==> config.mk <==
export PLATFORM = sky130hd
export DESIGN_NAME = raster_timer_flat
export DESIGN_NICKNAME = d
export VERILOG_FILES = /design/src/copper_pkg.sv /design/src/raster_if.sv /design/src/raster_timer.sv /design/src/flat_wrapper.sv
export SDC_FILE = /design/constraint.sdc
export NUM_CORES = 1
export LEC_CHECK = 0
export BUFFER_PORTS_ARGS = -buffer_cell sky130_fd_sc_hd__buf_4
export CAP_MARGIN = 15
export CORE_UTILIZATION = 42
export DETAILED_ROUTE_END_ITERATION = 12
export SLEW_MARGIN = 20
export SYNTH_ARGS = -nofsm -noshare
export SYNTH_HDL_FRONTEND = slang
export SYNTH_SLANG_ARGS = --single-unit
==> constraint.sdc <==
create_clock -name CLK -period 4.33 [get_ports CLK]
set_input_delay 0.2165 -clock CLK [delete_from_list [all_inputs] [get_ports CLK]]
set_output_delay 0.2165 -clock CLK [all_outputs]
set_load 0.02 [all_outputs]
==> src/copper_pkg.sv <==
`default_nettype none

package copper_pkg;

	// Widths with a meaning of their own
	typedef logic [11:0] reg_addr_t;
	typedef logic [15:0] word_t;
	typedef logic [9:0]  coord_t;
	typedef logic [11:0] color_t;
	typedef logic [8:0]  list_pc_t;

	// Raster sizes, small so that a frame is short in simulation
	localparam coord_t H_TOTAL = 10'd40;
	localparam coord_t V_TOTAL = 10'd30;

	localparam int LIST_WORDS = 512;

	// Register map
	localparam reg_addr_t REG_COPPER_EN = 12'hD20;
	localparam reg_addr_t REG_VFLIP     = 12'hD21;
	localparam reg_addr_t REG_BG_COLOR  = 12'hD22;
	localparam reg_addr_t REG_PAN_X     = 12'hD23;
	localparam reg_addr_t REG_PAN_Y     = 12'hD24;
	// List window spans 400 to 5FF
	localparam reg_addr_t LIST_BASE     = 12'h400;

	localparam color_t BG_RESET_COLOR = 12'hF00;

	// Opcode in bits 15:12 of a list word, other codes are no-ops
	typedef enum logic [3:0] {
		OP_JUMP       = 4'd1,
		OP_WAIT_V     = 4'd2,
		OP_WAIT_H     = 4'd3,
		OP_SKIP_V     = 4'd4,
		OP_SKIP_H     = 4'd5,
		OP_SET_BG     = 4'd6,
		OP_WAIT_V_REL = 4'd7,
		OP_WAIT_H_REL = 4'd8,
		OP_WRITE_REG  = 4'd9
	} copper_op_e;

	typedef enum logic [2:0] {
		IDLE,
		FETCH,
		EXECUTE,
		WAIT_V,
		WAIT_H,
		WRITE_DATA
	} copper_state_e;

endpackage

`default_nettype wire

==> src/raster_if.sv <==
`timescale 1ns/1ps
`default_nettype none

// Beam position and line and frame ticks
interface raster_if import copper_pkg::*; ();

	coord_t x;
	coord_t y;
	logic   line_tick;
	logic   frame_tick;

	modport source (
		output x, y, line_tick, frame_tick
	);

	modport sink (
		input x, y, line_tick, frame_tick
	);

endinterface

`default_nettype wire

==> src/raster_timer.sv <==
`timescale 1ns/1ps
`default_nettype none

module raster_timer import copper_pkg::*; (
	input wire CLK,
	input wire RSTb,
	raster_if.source rif
);

	coord_t x_next;
	coord_t y_next;

	always_comb begin
		x_next = (rif.x == H_TOTAL - 10'd1) ? '0 : rif.x + 10'd1;
		y_next = rif.y;
		// Line advances when x wraps
		if (x_next == '0) begin
			y_next = (rif.y == V_TOTAL - 10'd1) ? '0 : rif.y + 10'd1;
		end
	end

	// Ticks decoded from the next position so they line up with the counters
	always_ff @(posedge CLK) begin
		if (!RSTb) begin
			rif.x          <= '0;
			rif.y          <= '0;
			// Beam sits at the frame origin, so the first cycle out of reset is a frame start
			rif.line_tick  <= 1'b1;
			rif.frame_tick <= 1'b1;
		end else begin
			rif.x          <= x_next;
			rif.y          <= y_next;
			rif.line_tick  <= (x_next == '0);
			rif.frame_tick <= (x_next == '0) && (y_next == '0);
		end
	end

endmodule

`default_nettype wire

==> src/flat_wrapper.sv <==
// flat-port wrapper written by rule: the top's interface ports become plain ports
module raster_timer_flat import copper_pkg::*;
  (CLK, RSTb, rif_x, rif_y, rif_line_tick, rif_frame_tick);
  raster_if rif_i ();
  input wire CLK;
  input wire RSTb;
  output wire logic [$bits(rif_i.x)-1:0] rif_x;
  output wire logic [$bits(rif_i.y)-1:0] rif_y;
  output wire logic [$bits(rif_i.line_tick)-1:0] rif_line_tick;
  output wire logic [$bits(rif_i.frame_tick)-1:0] rif_frame_tick;
  assign rif_x = rif_i.x;
  assign rif_y = rif_i.y;
  assign rif_line_tick = rif_i.line_tick;
  assign rif_frame_tick = rif_i.frame_tick;
  raster_timer u_core (.CLK(CLK), .RSTb(RSTb), .rif(rif_i));
endmodule
==> reports/metrics.cfg <==
[status]
status=finished, violations left
violations=design-rule violations

[global_route]
grtUsageTotal=0.182
grt_overflow_total=0
grt_pass1_vias=966
grt_antenna_before_repair=0
grt_pass1_wl_mm=4.68
grt_max_degree=15

[pwr]
irDropWorstVdd_v=0.000219
clkPwrFrac=0.331
p_comb_frac=0.061
p_sw_frac=0.226
p_leak_nw=0.571
internal-power_mw=0.266
p_seq_frac=0.608
p_per_area_nw_per_um2=232
p_sw_mw=0.0776

[clocking]
cts_resized=0
htree_levels=1
cts_setup_buffers=0
cts_buffers=3
cts_hold_buffers=0
clkTransAtPathRegs_ps=120
cts_tree=built
clock_path_buffers=2
cts.sinks=22
cts-root-buf=clkbuf_4
clk_latency_ps=300

[worst_setup_path]
crit_type=reg -> reg
critPathMaxFanout=11
crit_path_end_kind=flop
path_delay_family=simple AND/OR/NAND/NOR gates
r2r_start=u_core.rif.y[0]
critPathArrivalTime_ps=3070
critPathBufInv=0
slowest_delay_ps=770
critPathSlowestCell=nor4_2
rr_endpoint=u_core.rif.frame_tick
path_cells=ha_1 > or4b_1 > nor4_2 > a21oi_1 > or4_1 > o31ai_2
ff2ff_setup_slack_ps=1490
cp_data_required_time_ps=4560
reg2reg_depth=6
critPathLaunchType=flop

[die]
ios=24
rows=19
dieArea_um2=3300
start_util=0.457
die_w_um=57.5
die_y_um=57.5
core_area_um2=2830

[sta]
clock_skew_ps=1.42
period_share=0.655
slew_violations=0
worst_slew_pin_slew_ps=914
hold_ws_ps=155
rsz0062_at_grt=no
setup_viol=0
layout_min_cycle_time_ps=2840
fmax_mhz=353
slew_headroom=0.386
hold_viol=0
tns_ps=0

[hold_path]
hp-start=RSTb
hold_class=in -> reg
hold_path_end=u_core.rif.line_tick
min_path_cells=2

[route]
ant_nets=0
drc=1
first_pass_iters=8
vias=1219
avgRoutedWirePerCell_um=14.3
viasPerCell=6.03
drt_iter0_drc=34
wl_mm=2.88

[yosys]
synth_area_um2=1290
synth_edf_count=0
syn_inst=157
synth_top_family_by_area=simple AND/OR/NAND/NOR gates
syn_nets=162
yosys_warnings=0
synthAdderAreaFrac=0.0290
async_flop_share=0
seq_area_frac_synth=0.341
ys_ff_latch=22
synth-simple-area-share=0.289
synth.area.mux_share=0.0165
syn_avg_cell_area_um2=8.23
synth_cell_type_count=44
netlist.area_leader.share=0.341
synth_area_leaders=dfxtp_1 34%, xor2_1 4.1%, nor2_1 3.8%, and3_1 3.4%, nand3_1 3.1%
synth_ff_type=dfxtp_1
synth_compound_area_frac=0.202
synth_xor_xnor_area_share=0.0610
synth_top_area_cell=dfxtp_1

[place]
place_congestion=0.877
hpwl_mm=2.05
io_buffers=23

[layout]
multiInputGateArea_um2=773
fill_cells=288
nets=177
regArea_um2=440
post-route-util=0.523
antenna_cells=0
final_cell_mix=23 x buf_4, 22 x dfxtp_1, 13 x nor2_1
drive_above_1_share=0.222
layout_commonest_cell=buf_4
area_growth_pct=14.5

[flow_run]
drv_cap=0

metal layers:
layer,GRT usage,up-vias,wire [um]
met5,0,-,0
met4,0.0383,0,16
met1,0.281,569,1510
met3,0.0499,2,155
li1,-,606,-
met2,0.249,42,1200
metrics by stage:
stage	cell area [um2]	total power, mW	cells	setup slack (ps)
floorplan	1290	0.226	157	2120
global placement	1440	0.234	198	1720
finish	1480	0.343	202	1490
global route	1480	0.361	202	1370
detailed placement	1440	0.234	198	1590
CTS	1480	0.350	202	1540
cell type report:
type / count / area share
Multi-Input combinational cell: 117 / 0.522
Timing Repair Buffer: 23 / 0.117
Clock buffer: 4 / 0.0245
Inverter: 5 / 0.0127
Tap cell: 31 / 0.0262
Sequential cell: 22 / 0.298
Yosys cell counts (all sizes together) (6+ instances only):
master / instances
a21oi: 8
and3: 7
buf: 7
clkbuf: 6
dfxtp: 22
nand2: 10
nand3: 8
nor2: 13
o21ai: 8
xor2: 6
worst max-delay path by stage:
stage	end	slack [ps]	from	depth (start not counted)
4_1_cts	u_core.rif.frame_tick	1540	u_core.rif.y[0]	6
5_1_grt	u_core.rif.frame_tick	1370	u_core.rif.y[0]	6
2_1_floorplan	u_core.rif.frame_tick	2120	u_core.rif.y[0]	6
3_5_place_dp	u_core.rif.frame_tick	1590	u_core.rif.y[0]	6
6_report	u_core.rif.frame_tick	1490	u_core.rif.y[0]	6
3_3_place_gp	u_core.rif.frame_tick	1720	u_core.rif.y[0]	6
sequential cells by signal, indices dropped and copies added (netlist names):
name / flops
u_core.rif.x: 10
u_core.rif.y: 10
u_core.rif.frame_tick: 1
u_core.rif.line_tick: 1
worst register-to-register path, cell delays in order, from the launching register on:
cell and delay (ps):
dfxtp_1 480, ha_1 200, or4b_1 460, nor4_2 770, a21oi_1 110, or4_1 570, o31ai_2 170
power by group through the flow:
| stage | logic (mW) | registers, mW | clock network, mW |
|---|---|---|---|
| 4_1_cts | 0.0211 | 0.209 | 0.120 |
| 5_1_grt | 0.0227 | 0.209 | 0.129 |
| 3_5_place_dp | 0.0211 | 0.213 | 0 |
| 2_1_floorplan | 0.00869 | 0.217 | 0 |
| 3_3_place_gp | 0.0212 | 0.213 | 0 |
| 6_report | 0.0208 | 0.209 | 0.114 |
cells by family (layout without fill, tap and decap cells):
kind of cell             Yosys count  count (layout)
multiplexers                       2               2
XOR/XNOR                           9               9
AND/OR/NAND/NOR                   67              67
AO/OA/AOI/OAI                     36              36
flip-flops                        22              22
adder cells (fa/ha/maj)            3               3
buffers and inverters             18              32
Power figures use the tool's default switching activity.
