`config.mk`:
```
export PLATFORM = sky130hd
export DESIGN_NAME = gfx_regs_flat
export DESIGN_NICKNAME = d
export VERILOG_FILES = /design/src/copper_pkg.sv /design/src/raster_if.sv /design/src/gfx_regs.sv /design/src/flat_wrapper.sv
export SDC_FILE = /design/constraint.sdc
export NUM_CORES = 1
export LEC_CHECK = 0
export BUFFER_PORTS_ARGS = -buffer_cell sky130_fd_sc_hd__buf_4
export CORE_MARGIN = 2
export CORE_UTILIZATION = 40
export DETAILED_ROUTE_END_ITERATION = 10
export PLACE_DENSITY_LB_ADDON = 0.08
export SYNTH_ARGS = -nofsm -noshare
export SYNTH_HDL_FRONTEND = slang
export SYNTH_SLANG_ARGS = --single-unit
```
`constraint.sdc`:
```
create_clock -name CLK -period 2.9 [get_ports CLK]
set_input_delay 0.145 -clock CLK [delete_from_list [all_inputs] [get_ports CLK]]
set_output_delay 0.145 -clock CLK [all_outputs]
set_load 0.005 [all_outputs]
```
`src/copper_pkg.sv`:
```
`default_nettype none

package copper_pkg;

	// Widths with a meaning of their own
	typedef logic [11:0] reg_addr_t;
	typedef logic [15:0] word_t;
	typedef logic [9:0]  coord_t;
	typedef logic [11:0] color_t;
	typedef logic [8:0]  list_pc_t;

	// Raster sizes, small so that a frame is short in simulation
	localparam coord_t H_TOTAL = 10'd40;
	localparam coord_t V_TOTAL = 10'd30;

	localparam int LIST_WORDS = 512;

	// Register map
	localparam reg_addr_t REG_COPPER_EN = 12'hD20;
	localparam reg_addr_t REG_VFLIP     = 12'hD21;
	localparam reg_addr_t REG_BG_COLOR  = 12'hD22;
	localparam reg_addr_t REG_PAN_X     = 12'hD23;
	localparam reg_addr_t REG_PAN_Y     = 12'hD24;
	// List window spans 400 to 5FF
	localparam reg_addr_t LIST_BASE     = 12'h400;

	localparam color_t BG_RESET_COLOR = 12'hF00;

	// Opcode in bits 15:12 of a list word, other codes are no-ops
	typedef enum logic [3:0] {
		OP_JUMP       = 4'd1,
		OP_WAIT_V     = 4'd2,
		OP_WAIT_H     = 4'd3,
		OP_SKIP_V     = 4'd4,
		OP_SKIP_H     = 4'd5,
		OP_SET_BG     = 4'd6,
		OP_WAIT_V_REL = 4'd7,
		OP_WAIT_H_REL = 4'd8,
		OP_WRITE_REG  = 4'd9
	} copper_op_e;

	typedef enum logic [2:0] {
		IDLE,
		FETCH,
		EXECUTE,
		WAIT_V,
		WAIT_H,
		WRITE_DATA
	} copper_state_e;

endpackage

`default_nettype wire

```
`src/raster_if.sv`:
```
`timescale 1ns/1ps
`default_nettype none

// Beam position and line and frame ticks
interface raster_if import copper_pkg::*; ();

	coord_t x;
	coord_t y;
	logic   line_tick;
	logic   frame_tick;

	modport source (
		output x, y, line_tick, frame_tick
	);

	modport sink (
		input x, y, line_tick, frame_tick
	);

endinterface

`default_nettype wire

```
`src/gfx_regs.sv`:
```
`timescale 1ns/1ps
`default_nettype none

module gfx_regs import copper_pkg::*; (
	input  wire            CLK,
	input  wire            RSTb,
	input  wire            wb_cyc,
	input  wire            wb_stb,
	input  wire            wb_we,
	input  wire reg_addr_t wb_adr,
	input  wire word_t     wb_dat_w,
	output word_t          wb_dat_r,
	output logic           wb_ack,
	output logic           list_we,
	output list_pc_t       list_waddr,
	output word_t          list_wdata,
	input  wire            cop_we,
	input  wire reg_addr_t cop_addr,
	input  wire word_t     cop_data,
	input  wire            bg_we,
	input  wire color_t    bg_color_in,
	raster_if.sink         rif,
	output logic           copper_en,
	output color_t         background_color,
	output coord_t         display_x_out,
	output coord_t         display_y_out
);

	logic   vflip;
	coord_t pan_x;
	coord_t pan_y;
	logic   host_wr;
	coord_t y_src;

	// Host write takes effect in the ack cycle
	assign host_wr    = wb_cyc && wb_stb && wb_we && wb_ack;
	assign list_we    = host_wr && (wb_adr[11:9] == LIST_BASE[11:9]);
	assign list_waddr = wb_adr[8:0];
	assign list_wdata = wb_dat_w;

	function automatic logic wr_hit(input reg_addr_t r);
		return (cop_we && cop_addr == r) || (host_wr && wb_adr == r);
	endfunction

	// Copper beats the host on the same register
	function automatic word_t wr_data(input reg_addr_t r);
		return (cop_we && cop_addr == r) ? cop_data : wb_dat_w;
	endfunction

	always_ff @(posedge CLK) begin
		if (!RSTb) begin
			wb_ack <= 1'b0;
		end else begin
			wb_ack <= wb_cyc && wb_stb && !wb_ack;
		end
	end

	always_ff @(posedge CLK) begin
		if (!RSTb) begin
			copper_en        <= 1'b0;
			vflip            <= 1'b0;
			background_color <= BG_RESET_COLOR;
			pan_x            <= '0;
			pan_y            <= '0;
		end else begin
			if (wr_hit(REG_COPPER_EN))
				copper_en <= 1'(wr_data(REG_COPPER_EN));
			if (wr_hit(REG_VFLIP))
				vflip <= 1'(wr_data(REG_VFLIP));
			// SET_BG from the copper overrides either bus write
			if (bg_we)
				background_color <= bg_color_in;
			else if (wr_hit(REG_BG_COLOR))
				background_color <= color_t'(wr_data(REG_BG_COLOR));
			if (wr_hit(REG_PAN_X))
				pan_x <= coord_t'(wr_data(REG_PAN_X));
			if (wr_hit(REG_PAN_Y))
				pan_y <= coord_t'(wr_data(REG_PAN_Y));
		end
	end

	// List window and unmapped addresses read as zero
	always_comb begin
		case (wb_adr)
			REG_COPPER_EN: wb_dat_r = word_t'(copper_en);
			REG_VFLIP:     wb_dat_r = word_t'(vflip);
			REG_BG_COLOR:  wb_dat_r = word_t'(background_color);
			REG_PAN_X:     wb_dat_r = word_t'(pan_x);
			REG_PAN_Y:     wb_dat_r = word_t'(pan_y);
			default:       wb_dat_r = '0;
		endcase
	end

	assign y_src = vflip ? (V_TOTAL - 10'd1 - rif.y) : rif.y;

	// Coordinates wrap modulo 1024, y only moves at line start
	always_ff @(posedge CLK) begin
		display_x_out <= rif.x + pan_x;
		if (rif.line_tick) begin
			display_y_out <= y_src + pan_y;
		end
	end

endmodule

`default_nettype wire

```
`src/flat_wrapper.sv`:
```
// flat-port wrapper written by rule: the top's interface ports become plain ports
module gfx_regs_flat import copper_pkg::*;
  (CLK, RSTb, wb_cyc, wb_stb, wb_we, wb_adr, wb_dat_w, wb_dat_r, wb_ack, list_we, list_waddr, list_wdata, cop_we, cop_addr, cop_data, bg_we, bg_color_in, copper_en, background_color, display_x_out, display_y_out, rif_x, rif_y, rif_line_tick, rif_frame_tick);
  raster_if rif_i ();
  input  wire CLK;
  input  wire RSTb;
  input  wire wb_cyc;
  input  wire wb_stb;
  input  wire wb_we;
  input  wire reg_addr_t wb_adr;
  input  wire word_t wb_dat_w;
  output word_t wb_dat_r;
  output logic wb_ack;
  output logic list_we;
  output list_pc_t list_waddr;
  output word_t list_wdata;
  input  wire cop_we;
  input  wire reg_addr_t cop_addr;
  input  wire word_t cop_data;
  input  wire bg_we;
  input  wire color_t bg_color_in;
  output logic copper_en;
  output color_t background_color;
  output coord_t display_x_out;
  output coord_t display_y_out;
  input wire logic [$bits(rif_i.x)-1:0] rif_x;
  input wire logic [$bits(rif_i.y)-1:0] rif_y;
  input wire logic [$bits(rif_i.line_tick)-1:0] rif_line_tick;
  input wire logic [$bits(rif_i.frame_tick)-1:0] rif_frame_tick;
  assign rif_i.x = rif_x;
  assign rif_i.y = rif_y;
  assign rif_i.line_tick = rif_line_tick;
  assign rif_i.frame_tick = rif_frame_tick;
  gfx_regs u_core (.CLK(CLK), .RSTb(RSTb), .wb_cyc(wb_cyc), .wb_stb(wb_stb), .wb_we(wb_we), .wb_adr(wb_adr), .wb_dat_w(wb_dat_w), .wb_dat_r(wb_dat_r), .wb_ack(wb_ack), .list_we(list_we), .list_waddr(list_waddr), .list_wdata(list_wdata), .cop_we(cop_we), .cop_addr(cop_addr), .cop_data(cop_data), .bg_we(bg_we), .bg_color_in(bg_color_in), .rif(rif_i), .copper_en(copper_en), .background_color(background_color), .display_x_out(display_x_out), .display_y_out(display_y_out));
endmodule
```
==> reports/qor.csv <==
metric,value,unit
postCtsSetupBuffers,0,
num_antenna_cells,0,
core,8810,um2
io_pins,173,
drtAntennaViolNets,0,
portBuffers,155,
ys_seq_area_frac,0.326,
cts_max_level,2,
fin_setup_tns,0,ns
drive_gt1_frac,0.330,
worstPathMaxFanout,8,
grt_max_degree,30,
critPathKind,reg -> reg,
grt_setup_unrepaired,false,
ys_seq_elements,55,
cts_hold_buf,0,
antenna_found_initial,0,
vias_per_cell,5.28,
first_pass_iters,6,
gp_congestion,0.835,
grt_pass1_wl,16.5,mm
slew_headroom,0.550,
busiest_layer,met2,
num-nets-final,659,
drtIter0Drc,242,
cts-root-buf,clkbuf_8,
clkTransAtPathRegs,0.11,ns
drv_cap,0,
cts_resized,0,
grt_usage,0.212,
synth_edf_count,10,
setup_viol,0,
yosysMostFrequentCell,dfxtp_1,
initial_utilization,0.418,
numCtsBuffers,5,
grt_util_met2,0.374,
synth_largest_area_cell,dfxtp_1,
netlist_instances,415,
wl_per_cell,16.3,um
cp_slowest_stage_delay,0.47,ns
hold_class,in -> reg,
power_density,333,nW/um2
synthFlopType,dfxtp_1,
p_leak,2.40,nW
fin_skew,0.00783,ns
fmax,0.397,GHz
area_growth_syn_to_layout,31.6,%
die_w,99.9,um
vias,3434,
crit_chain,xor2_1 > ha_1 > inv_1 > fa_1 > nor2b_1 > o21ai_0 > a21boi_0 > o21a_1 > o41ai_1 > xnor2_1,
die-area,9980,um2
fillers,835,
timing.final.hold_violations,0,
tightest_slew,0.666,ns
total_power,1.61,mW
remaining_drc_errors,0,
cts_tree,built,
ys_async_sr_fraction,0,
end_kind,register,
avgSynthCellArea,8.87,um2
outcome,finished clean,
grt_pass1_vias,3297,
clock_latency,0.32,ns
die_h,99.9,um
finalInstanceArea,4840,um2
crit_path_start_kind,register,
drt_wl_total,10.6,mm
synth_area,3680,um2
synth_cell_type_count,56,
globalRouteOverflowTotal,0,
dpl_cell_area,4740,um2
netlist_top_cells_area,"dfxtp_1 (24%), mux2i_1 (9.0%), edfxtp_1 (8.2%), ha_1 (6.5%), buf_4 (5.9%)",
period_needed,2.52,ns
ir_drop,180,uV
hold_ws,0.0393,ns
cp.required,2.97,ns
use_met3,0.0341,
layout_worst_path_cycle_share,0.868,
cpMaxStageDelayCell,dfxtp_1,
synth_warnings,0,
synth_common_cells,"dfxtp_1 (45), nand2_1 (37), nor2_1 (35)",
yosys.area.top_type_share,0.245,
worstPathArrival,2.59,ns
cts_buffer_depth,2,
fp-row-count,34,
met1_usage,0.274,
hpwl,8.17,mm
drv_slew,0,
clock_sinks,55,
## cell usage in the layout (no fill, tap or decap), types with 13 or more instances in the layout
master and instances:
mux2i_1 33, buf_4 162, o211a_1 13, o21ai_0 16, xnor2_1 20, nand2_1 37, a21oi_1 16, nand3_1 13
ha_1 19, dfxtp_1 45, inv_1 22, nor2_1 35
## cell type report
| cell class | instances | area [um2] | area share |
|---|---|---|---|
| well taps | 108 | 135 | 0.0279 |
| multi-input cells | 295 | 2100 | 0.434 |
| clock buffers | 7 | 97.6 | 0.0202 |
| repair buffers | 162 | 1220 | 0.251 |
| inverters | 22 | 82.6 | 0.0171 |
| flip-flops and latches | 55 | 1200 | 0.248 |
| clock inverters | 1 | 7.51 | 0.00155 |
## logic make-up (layout without fill, tap and decap cells)
family / count (synthesis) / after routing / share of synthesized area
buf+inv: 68 / 192 / 0.106
simple gates: 127 / 127 / 0.176
xor+xnor: 23 / 23 / 0.0547
other cells: 1 / 4 / 0.00102
flops: 55 / 55 / 0.326
compound gates: 86 / 86 / 0.168
fa+ha+maj: 21 / 21 / 0.0755
mux: 34 / 34 / 0.0928
## per-layer routing
metal / up-vias / wire length (um)
met4: 0 / 81
li1: 1702 / -
met2: 158 / 5140
met1: 1567 / 4480
met5: - / 0
met3: 7 / 866
## power breakdown
part | internal [mW] | total [mW] | switching, mW
registers | 0.806 | 0.819 | 0.0139
clock network | 0.224 | 0.491 | 0.267
logic | 0.173 | 0.301 | 0.127
## registers in the layout, indices dropped and copies added (netlist names)
register	count
u_core.display_x_out	10
u_core.pan_x	10
u_core.vflip	1
u_core.background_color	12
u_core.pan_y	10
u_core.display_y_out	10
u_core.wb_ack	1
u_core.copper_en	1
## worst max-delay path: cells and delay by family (launching register included)
| kind | cells | cell delay, ns |
|---|---|---|
| compound gates | 4 | 0.72 |
| xor+xnor | 2 | 0.31 |
| fa+ha+maj | 2 | 0.58 |
| buf+inv | 1 | 0.05 |
| flops | 1 | 0.47 |
| simple gates | 1 | 0.12 |
## metrics by stage
stage,setup slack [ns],cells,util
after floorplan,0.531,418,-
final,0.384,650,0.550
after global routing,0.195,650,0.550
after CTS,0.393,650,0.550
after detailed placement,0.373,642,0.538
after global placement,0.454,642,0.538
## final timing paths
path                                                 start                         end  slack, ns  cells past startpoint
worst max-delay path                          u_core.vflip     u_core.display_y_out[8]       0.38                     10
worst min-delay path                           cop_data[9]             u_core.pan_x[9]       0.04                      3
worst max register to register                u_core.vflip     u_core.display_y_out[8]       0.38                     10
worst min register to register  u_core.background_color[0]  u_core.background_color[0]       0.49                      2
Power figures use the tool's default switching activity.
