**config.mk**
```make
export PLATFORM = sky130hd
export DESIGN_NAME = copper_seq_flat
export DESIGN_NICKNAME = d
export VERILOG_FILES = /design/src/copper_pkg.sv /design/src/raster_if.sv /design/src/copper_seq.sv /design/src/flat_wrapper.sv
export SDC_FILE = /design/constraint.sdc
export NUM_CORES = 1
export LEC_CHECK = 0
export BUFFER_PORTS_ARGS = -buffer_cell sky130_fd_sc_hd__buf_4
export CAP_MARGIN = 25
export CORE_MARGIN = 3
export CORE_UTILIZATION = 51
export DETAILED_ROUTE_END_ITERATION = 16
export PLACE_DENSITY = 0.76
export SLEW_MARGIN = 20
export SYNTH_ARGS = -nofsm -noshare
export SYNTH_HDL_FRONTEND = slang
export SYNTH_SLANG_ARGS = --single-unit
```
**constraint.sdc**
```tcl
create_clock -name CLK -period 8.6 [get_ports CLK]
set_clock_uncertainty 0.05 [all_clocks]
set_input_delay 1.72 -clock CLK [delete_from_list [all_inputs] [get_ports CLK]]
set_output_delay 1.72 -clock CLK [all_outputs]
set_load 0.01 [all_outputs]
```
**src/copper_pkg.sv**
```systemverilog
`default_nettype none

package copper_pkg;

	// Widths with a meaning of their own
	typedef logic [11:0] reg_addr_t;
	typedef logic [15:0] word_t;
	typedef logic [9:0]  coord_t;
	typedef logic [11:0] color_t;
	typedef logic [8:0]  list_pc_t;

	// Raster sizes, small so that a frame is short in simulation
	localparam coord_t H_TOTAL = 10'd40;
	localparam coord_t V_TOTAL = 10'd30;

	localparam int LIST_WORDS = 512;

	// Register map
	localparam reg_addr_t REG_COPPER_EN = 12'hD20;
	localparam reg_addr_t REG_VFLIP     = 12'hD21;
	localparam reg_addr_t REG_BG_COLOR  = 12'hD22;
	localparam reg_addr_t REG_PAN_X     = 12'hD23;
	localparam reg_addr_t REG_PAN_Y     = 12'hD24;
	// List window spans 400 to 5FF
	localparam reg_addr_t LIST_BASE     = 12'h400;

	localparam color_t BG_RESET_COLOR = 12'hF00;

	// Opcode in bits 15:12 of a list word, other codes are no-ops
	typedef enum logic [3:0] {
		OP_JUMP       = 4'd1,
		OP_WAIT_V     = 4'd2,
		OP_WAIT_H     = 4'd3,
		OP_SKIP_V     = 4'd4,
		OP_SKIP_H     = 4'd5,
		OP_SET_BG     = 4'd6,
		OP_WAIT_V_REL = 4'd7,
		OP_WAIT_H_REL = 4'd8,
		OP_WRITE_REG  = 4'd9
	} copper_op_e;

	typedef enum logic [2:0] {
		IDLE,
		FETCH,
		EXECUTE,
		WAIT_V,
		WAIT_H,
		WRITE_DATA
	} copper_state_e;

endpackage

`default_nettype wire

```
**src/raster_if.sv**
```systemverilog
`timescale 1ns/1ps
`default_nettype none

// Beam position and line and frame ticks
interface raster_if import copper_pkg::*; ();

	coord_t x;
	coord_t y;
	logic   line_tick;
	logic   frame_tick;

	modport source (
		output x, y, line_tick, frame_tick
	);

	modport sink (
		input x, y, line_tick, frame_tick
	);

endinterface

`default_nettype wire

```
**src/copper_seq.sv**
```systemverilog
`timescale 1ns/1ps
`default_nettype none

module copper_seq import copper_pkg::*; (
	input  wire            CLK,
	input  wire            RSTb,
	raster_if.sink         rif,
	input  wire            copper_en,
	output list_pc_t       pc,
	input  wire word_t     ins,
	output logic           cop_we,
	output reg_addr_t      cop_addr,
	output word_t          cop_data,
	output logic           bg_we,
	output color_t         bg_color
);

	copper_state_e state;
	coord_t        wait_target;
	// Set while the data word of a register write is being fetched
	logic          wr_pending;

	copper_op_e    op;
	coord_t        operand;

	assign op      = copper_op_e'(ins[15:12]);
	assign operand = ins[9:0];

	// Color goes out in the execute cycle, frame start takes precedence
	assign bg_we    = (state == EXECUTE) && (op == OP_SET_BG) && !rif.frame_tick;
	assign bg_color = ins[11:0];

	always_ff @(posedge CLK) begin
		cop_we <= 1'b0;
		if (!RSTb) begin
			state       <= IDLE;
			pc          <= '0;
			wait_target <= '0;
			wr_pending  <= 1'b0;
		end else if (rif.frame_tick) begin
			// Restart the list every frame
			state      <= FETCH;
			pc         <= '0;
			wr_pending <= 1'b0;
		end else begin
			case (state)
				IDLE: begin
					state <= IDLE;
				end

				// RAM output is valid in the cycle after this one
				FETCH: begin
					if (copper_en) begin
						state <= wr_pending ? WRITE_DATA : EXECUTE;
					end
				end

				EXECUTE: begin
					state <= FETCH;
					case (op)
						OP_JUMP: begin
							pc <= ins[8:0];
						end
						OP_WAIT_V: begin
							wait_target <= operand;
							state       <= WAIT_V;
						end
						OP_WAIT_H: begin
							wait_target <= operand;
							state       <= WAIT_H;
						end
						OP_SKIP_V: begin
							pc <= pc + ((rif.y >= operand) ? list_pc_t'(2) : list_pc_t'(1));
						end
						OP_SKIP_H: begin
							pc <= pc + ((rif.x >= operand) ? list_pc_t'(2) : list_pc_t'(1));
						end
						// Hold off until the next line, a frame end also releases it
						OP_SET_BG: begin
							wait_target <= rif.y + 10'd1;
							state       <= WAIT_V;
						end
						OP_WAIT_V_REL: begin
							wait_target <= rif.y + operand;
							state       <= WAIT_V;
						end
						OP_WAIT_H_REL: begin
							wait_target <= rif.x + operand;
							state       <= WAIT_H;
						end
						OP_WRITE_REG: begin
							cop_addr   <= ins[11:0];
							wr_pending <= 1'b1;
							pc         <= pc + list_pc_t'(1);
						end
						default: begin
							pc <= pc + list_pc_t'(1);
						end
					endcase
				end

				WAIT_V: begin
					if (rif.y >= wait_target) begin
						pc    <= pc + list_pc_t'(1);
						state <= FETCH;
					end
				end

				WAIT_H: begin
					if (rif.x >= wait_target) begin
						pc    <= pc + list_pc_t'(1);
						state <= FETCH;
					end
				end

				// Data word of OP_WRITE_REG is on ins now
				WRITE_DATA: begin
					cop_data   <= ins;
					cop_we     <= 1'b1;
					wr_pending <= 1'b0;
					pc         <= pc + list_pc_t'(1);
					state      <= FETCH;
				end

				default: begin
					state <= IDLE;
				end
			endcase
		end
	end

endmodule

`default_nettype wire

```
**src/flat_wrapper.sv**
```systemverilog
// flat-port wrapper written by rule: the top's interface ports become plain ports
module copper_seq_flat import copper_pkg::*;
  (CLK, RSTb, copper_en, pc, ins, cop_we, cop_addr, cop_data, bg_we, bg_color, rif_x, rif_y, rif_line_tick, rif_frame_tick);
  raster_if rif_i ();
  input  wire CLK;
  input  wire RSTb;
  input  wire copper_en;
  output list_pc_t pc;
  input  wire word_t ins;
  output logic cop_we;
  output reg_addr_t cop_addr;
  output word_t cop_data;
  output logic bg_we;
  output color_t bg_color;
  input wire logic [$bits(rif_i.x)-1:0] rif_x;
  input wire logic [$bits(rif_i.y)-1:0] rif_y;
  input wire logic [$bits(rif_i.line_tick)-1:0] rif_line_tick;
  input wire logic [$bits(rif_i.frame_tick)-1:0] rif_frame_tick;
  assign rif_i.x = rif_x;
  assign rif_i.y = rif_y;
  assign rif_i.line_tick = rif_line_tick;
  assign rif_i.frame_tick = rif_frame_tick;
  copper_seq u_core (.CLK(CLK), .RSTb(RSTb), .rif(rif_i), .copper_en(copper_en), .pc(pc), .ins(ins), .cop_we(cop_we), .cop_addr(cop_addr), .cop_data(cop_data), .bg_we(bg_we), .bg_color(bg_color));
endmodule
```
==> summary.md <==
| Metric | Value |
|---|---|
| Clock slew at reported path FFs | `approximately 0.12 ns` |
| Layout cells sized above 1 | `about a quarter` |
| Cell Count Post-Placement | `between 600 and 700` |
| Antenna violations before repair | `0` |
| CTS buffer count | `5` |
| Initial core utilization | `53.8%` |
| Crit path cell chain | `buf_4, ha_1, nand2b_1, a211oi_1, o21ai_0, nand3_1, a21boi_0, o31ai_1, ha_1, inv_1, fa_1, nor3_1, xor2_1, a22oi_1, a211o_1, a21oi_1` |
| Area Overhead vs Synth | `17.7%` |
| Cell mode on critical path | `ha_1` |
| Final setup fails | `0` |
| DR vias/cell | `around 6.1` |
| F_max | `0.204 GHz` |
| WP data required | `8.80 ns` |
| Number of global-route vias before repair | `around 3500` |
| Sw frac | `31.0%` |
| Die height | `97.2 um` |
| Seq pwr share | `47.8%` |
| H-tree depth | `2` |
| Worst path slowest cell | `fa_1` |
| Crit path time final | `a little under 5 ns` |
| WL/cell | `18.5 um` |
| Cts repair resizes | `0` |
| Postcts setup bufs | `0` |
| Critical Path Fanout Max | `8` |
| Die area | `~0.0094 mm^2` |
| Drc violations | `0` |
| Internal power | `roughly 0.38 mW` |
| R2R depth | `7` |
| Clock Tree Buf Depth | `2` |
| VDD IR max | `roughly 59 uV` |
| Die X | `approximately 100 um` |
| Ant. Diodes | `0` |
| FF+latch count, synth | `52` |
| Worst path buffer plus inverter count | `2` |
| Gp weighted congestion | `between 0.9 and 1` |
| FP Rows | `32` |
| Total power of the final layout | `about 0.55 mW` |
| RSZ-0062 raised after global routing | `no` |
| Worst skew pair latency | `between 0.3 and 0.4 ns` |
| R2R setup slack | `5.72 ns` |
| Max Slew Vio Count | `0` |
| GRT Total Usage | `between 20% and 30%` |
| Worst reg2reg path startpoint | `u_core.wait_target[9]$_SDFFE_PN0P_` |
| DR pass1 iterations | `5` |
| Final wirelength | `around 12 mm` |
| GRT Residual Overflow | `0` |
| Worst Setup SP | `ins[0]` |
| Final Hold Viols | `0` |
| First-pass GRT wire length | `around 18 mm` |
| Peak per-stage delay on the critical path | `between 0.4 and 0.5 ns` |
| Syn avg cell area | `9.42 um^2` |
| Cell variety after synth | `just under 70` |
| Post-synth EDFFs | `28` |
| Clock Sinks | `52` |
| Layout Nets | `just over 600` |
| I/O pin total | `92` |
| Critical Path AT | `5.10 ns` |
| Crit share post-route | `approximately 57%` |
| Status | `completed` |
| 1st-iter DRT viols | `270` |
| Critical Path End | `u_core.pc[6]$_SDFFE_PN0P_` |
| Commonest non-fill, non-tap cell in the layout | `buf_4` |
| M2 GR Usage | `a little under two fifths` |
| # port buffers | `90` |
| Leakage power | `between 2 and 2.5 nW` |
| CTS tree | `built` |
| Gr busiest metal | `met2` |
| Slew @ Worst Pin | `between 0.7 and 0.8 ns` |
| Power density cells | `roughly 110 mW/mm^2` |
| Met3 usage | `4.52%` |
| Setup crit end kind | `flip-flop` |
| Via count | `between 3000 and 4000` |
| CP Class | `in -> reg` |
| Critical R2R Capture | `u_core.pc[1]$_SDFFE_PN0P_` |
| Hold_buf cts | `0` |
| Commonest cells after routing, fill and taps aside | `buf_4, ha_1, inv_1, nor2_1, edfxtp_1` |
| Delay-heaviest family, CP | `compound AO/OA/AOI/OAI gates` |
| Setup tns final | `0 ns` |
| Largest net degree at the start of global routing | `19` |
| Switching power total | `about 0.17 mW` |
| Routing usage on met1 | `roughly a third` |
| Crit path depth | `16` |
| Hold crit path type | `reg -> reg` |
| Synthesized Nets | `546` |
| Area of the core | `0.00789 mm^2` |
| Clock share of power | `between 20% and 30%` |
| Max Cap Viol | `0` |
| Async set or reset register ratio after synthesis | `0%` |
| Post-Syn Area | `0.00424 mm^2` |
| Slew HR | `a little under half` |
| Sequential area share after synthesis | `between 30 and 40%` |
| Clk root buf | `clkbuf_8` |
| Top FF cell, synth | `edfxtp_1` |
| Synth Instances | `450` |
| Gate power share | `24.5%` |
| Final ANT Viol Nets | `0` |
| Hpwl dp | `slightly below 9 mm` |
| Post-Layout Cell Count | `roughly 620` |
| Syn. warnings | `0` |
| CP startpoint kind | `input pin` |
[cells by family (layout without fill, tap and decap cells)]
logic type / after synthesis / in the layout / synth area share (%)
xor gates and xnor gates: 25 / 25 / 5.16
AOI/OAI and AO/OA: 123 / 123 / 21.6
buffers and inverters: 64 / 134 / 7.41
adders and majority gates: 55 / 55 / 16.6
muxes: 8 / 8 / 2.10
DFF: 52 / 52 / 31.2
and+or+nand+nor: 123 / 123 / 16.0
[synth_stat cells (all sizes together) (3+ instances only)]
cell type  count  share of area (%)
a211oi        11                1.9
nand2b        10                1.5
xor2          11                2.3
nand2         17                1.5
a221oi        11                2.8
mux2           7                1.9
clkbuf         8               0.71
nor2b          5               0.74
o2111ai        5                1.0
or3            4               0.59
a22oi          5               0.89
ha            53                 16
nor2          34                3.1
a222oi         3               0.71
o311ai         5                1.0
a21oi         19                2.2
a21o           6                1.1
o21ai         16                1.9
o21a           4               0.71
buf           23                3.8
nand3         10                1.2
nor4           4               0.59
nand3b         3               0.53
o31ai          7                1.2
a31oi          8                1.2
o211ai         3               0.53
dfxtp         24                 11
edfxtp        28                 20
nand4          5               0.74
nor3          14                1.8
xnor2         14                2.9
inv           33                2.9
[registers in the layout, summed over array words and instances (netlist names)]
signal / flops
u_core.state: 3
u_core.wait_target: 10
u_core.wr_pending: 1
u_core.cop_data: 16
u_core.pc: 9
u_core.cop_we: 1
u_core.cop_addr: 12
[worst reg2reg max path: stages, from the launching register on]
cell and delay (ns):
dfxtp_1 0.36, inv_1 0.08, ha_1 0.29, nand4_1 0.22, nor4bb_1 0.74, o41ai_4 0.26, or2_2 0.42, a211oi_1 0.35
[through the flow]
| stage | util [%] | hold WS, ns | setup WS (ns) | area, um^2 |
|---|---|---|---|---|
| floorplan | - | 0.422 | 3.99 | 4240 |
| global placement | 61.8 | 0.434 | 3.53 | 4870 |
| detailed placement | 61.8 | 0.445 | 3.46 | 4880 |
| CTS | 63.1 | 0.472 | 3.77 | 4970 |
| global route | 63.3 | 0.511 | 3.54 | 4990 |
| finish | 63.3 | 0.471 | 3.70 | 4990 |
[worst min path at each step]
| stage | start | end | slack (ns) | cells past startpoint |
|---|---|---|---|---|
| finish | u_core.wait_target[1]$_SDFFE_PN0P_ | u_core.wait_target[1]$_SDFFE_PN0P_ | 0.47 | 1 |
| global route | u_core.wait_target[1]$_SDFFE_PN0P_ | u_core.wait_target[1]$_SDFFE_PN0P_ | 0.51 | 1 |
| CTS | u_core.wait_target[1]$_SDFFE_PN0P_ | u_core.wait_target[1]$_SDFFE_PN0P_ | 0.47 | 1 |
| detailed placement | u_core.wait_target[1]$_SDFFE_PN0P_ | u_core.wait_target[1]$_SDFFE_PN0P_ | 0.45 | 1 |
| global placement | u_core.wait_target[1]$_SDFFE_PN0P_ | u_core.wait_target[1]$_SDFFE_PN0P_ | 0.43 | 1 |
| floorplan | u_core.wait_target[1]$_SDFFE_PN0P_ | u_core.wait_target[1]$_SDFFE_PN0P_ | 0.42 | 1 |
[routing by layer]
metal  part of all wire (%)  vias to the layer above
met5                      0                        -
met4                    1.7                        0
met3                    8.3                       19
met2                     45                      178
met1                     45                     1782
li1                       -                     1825
[power groups by stage]
stage | Clock (mW) | Combinational, mW | Sequential [mW]
final | 0.153 | 0.135 | 0.264
after global routing | 0.166 | 0.149 | 0.264
after CTS | 0.156 | 0.133 | 0.263
after detailed placement | 0 | 0.133 | 0.269
after global placement | 0 | 0.128 | 0.269
after floorplan | 0 | 0.0862 | 0.268
[final cells by class]
class                           instances  area (um^2)
Clock buffer                            5         68.8
Clock inverter                          3         27.5
Fill cell                             665         2900
Inverter                               33          124
Multi-Input combinational cell        334         2630
Sequential cell                        52         1320
Tap cell                              102          128
Timing Repair Buffer                   93          698
No activity file was read; power rests on OpenSTA's default activity.
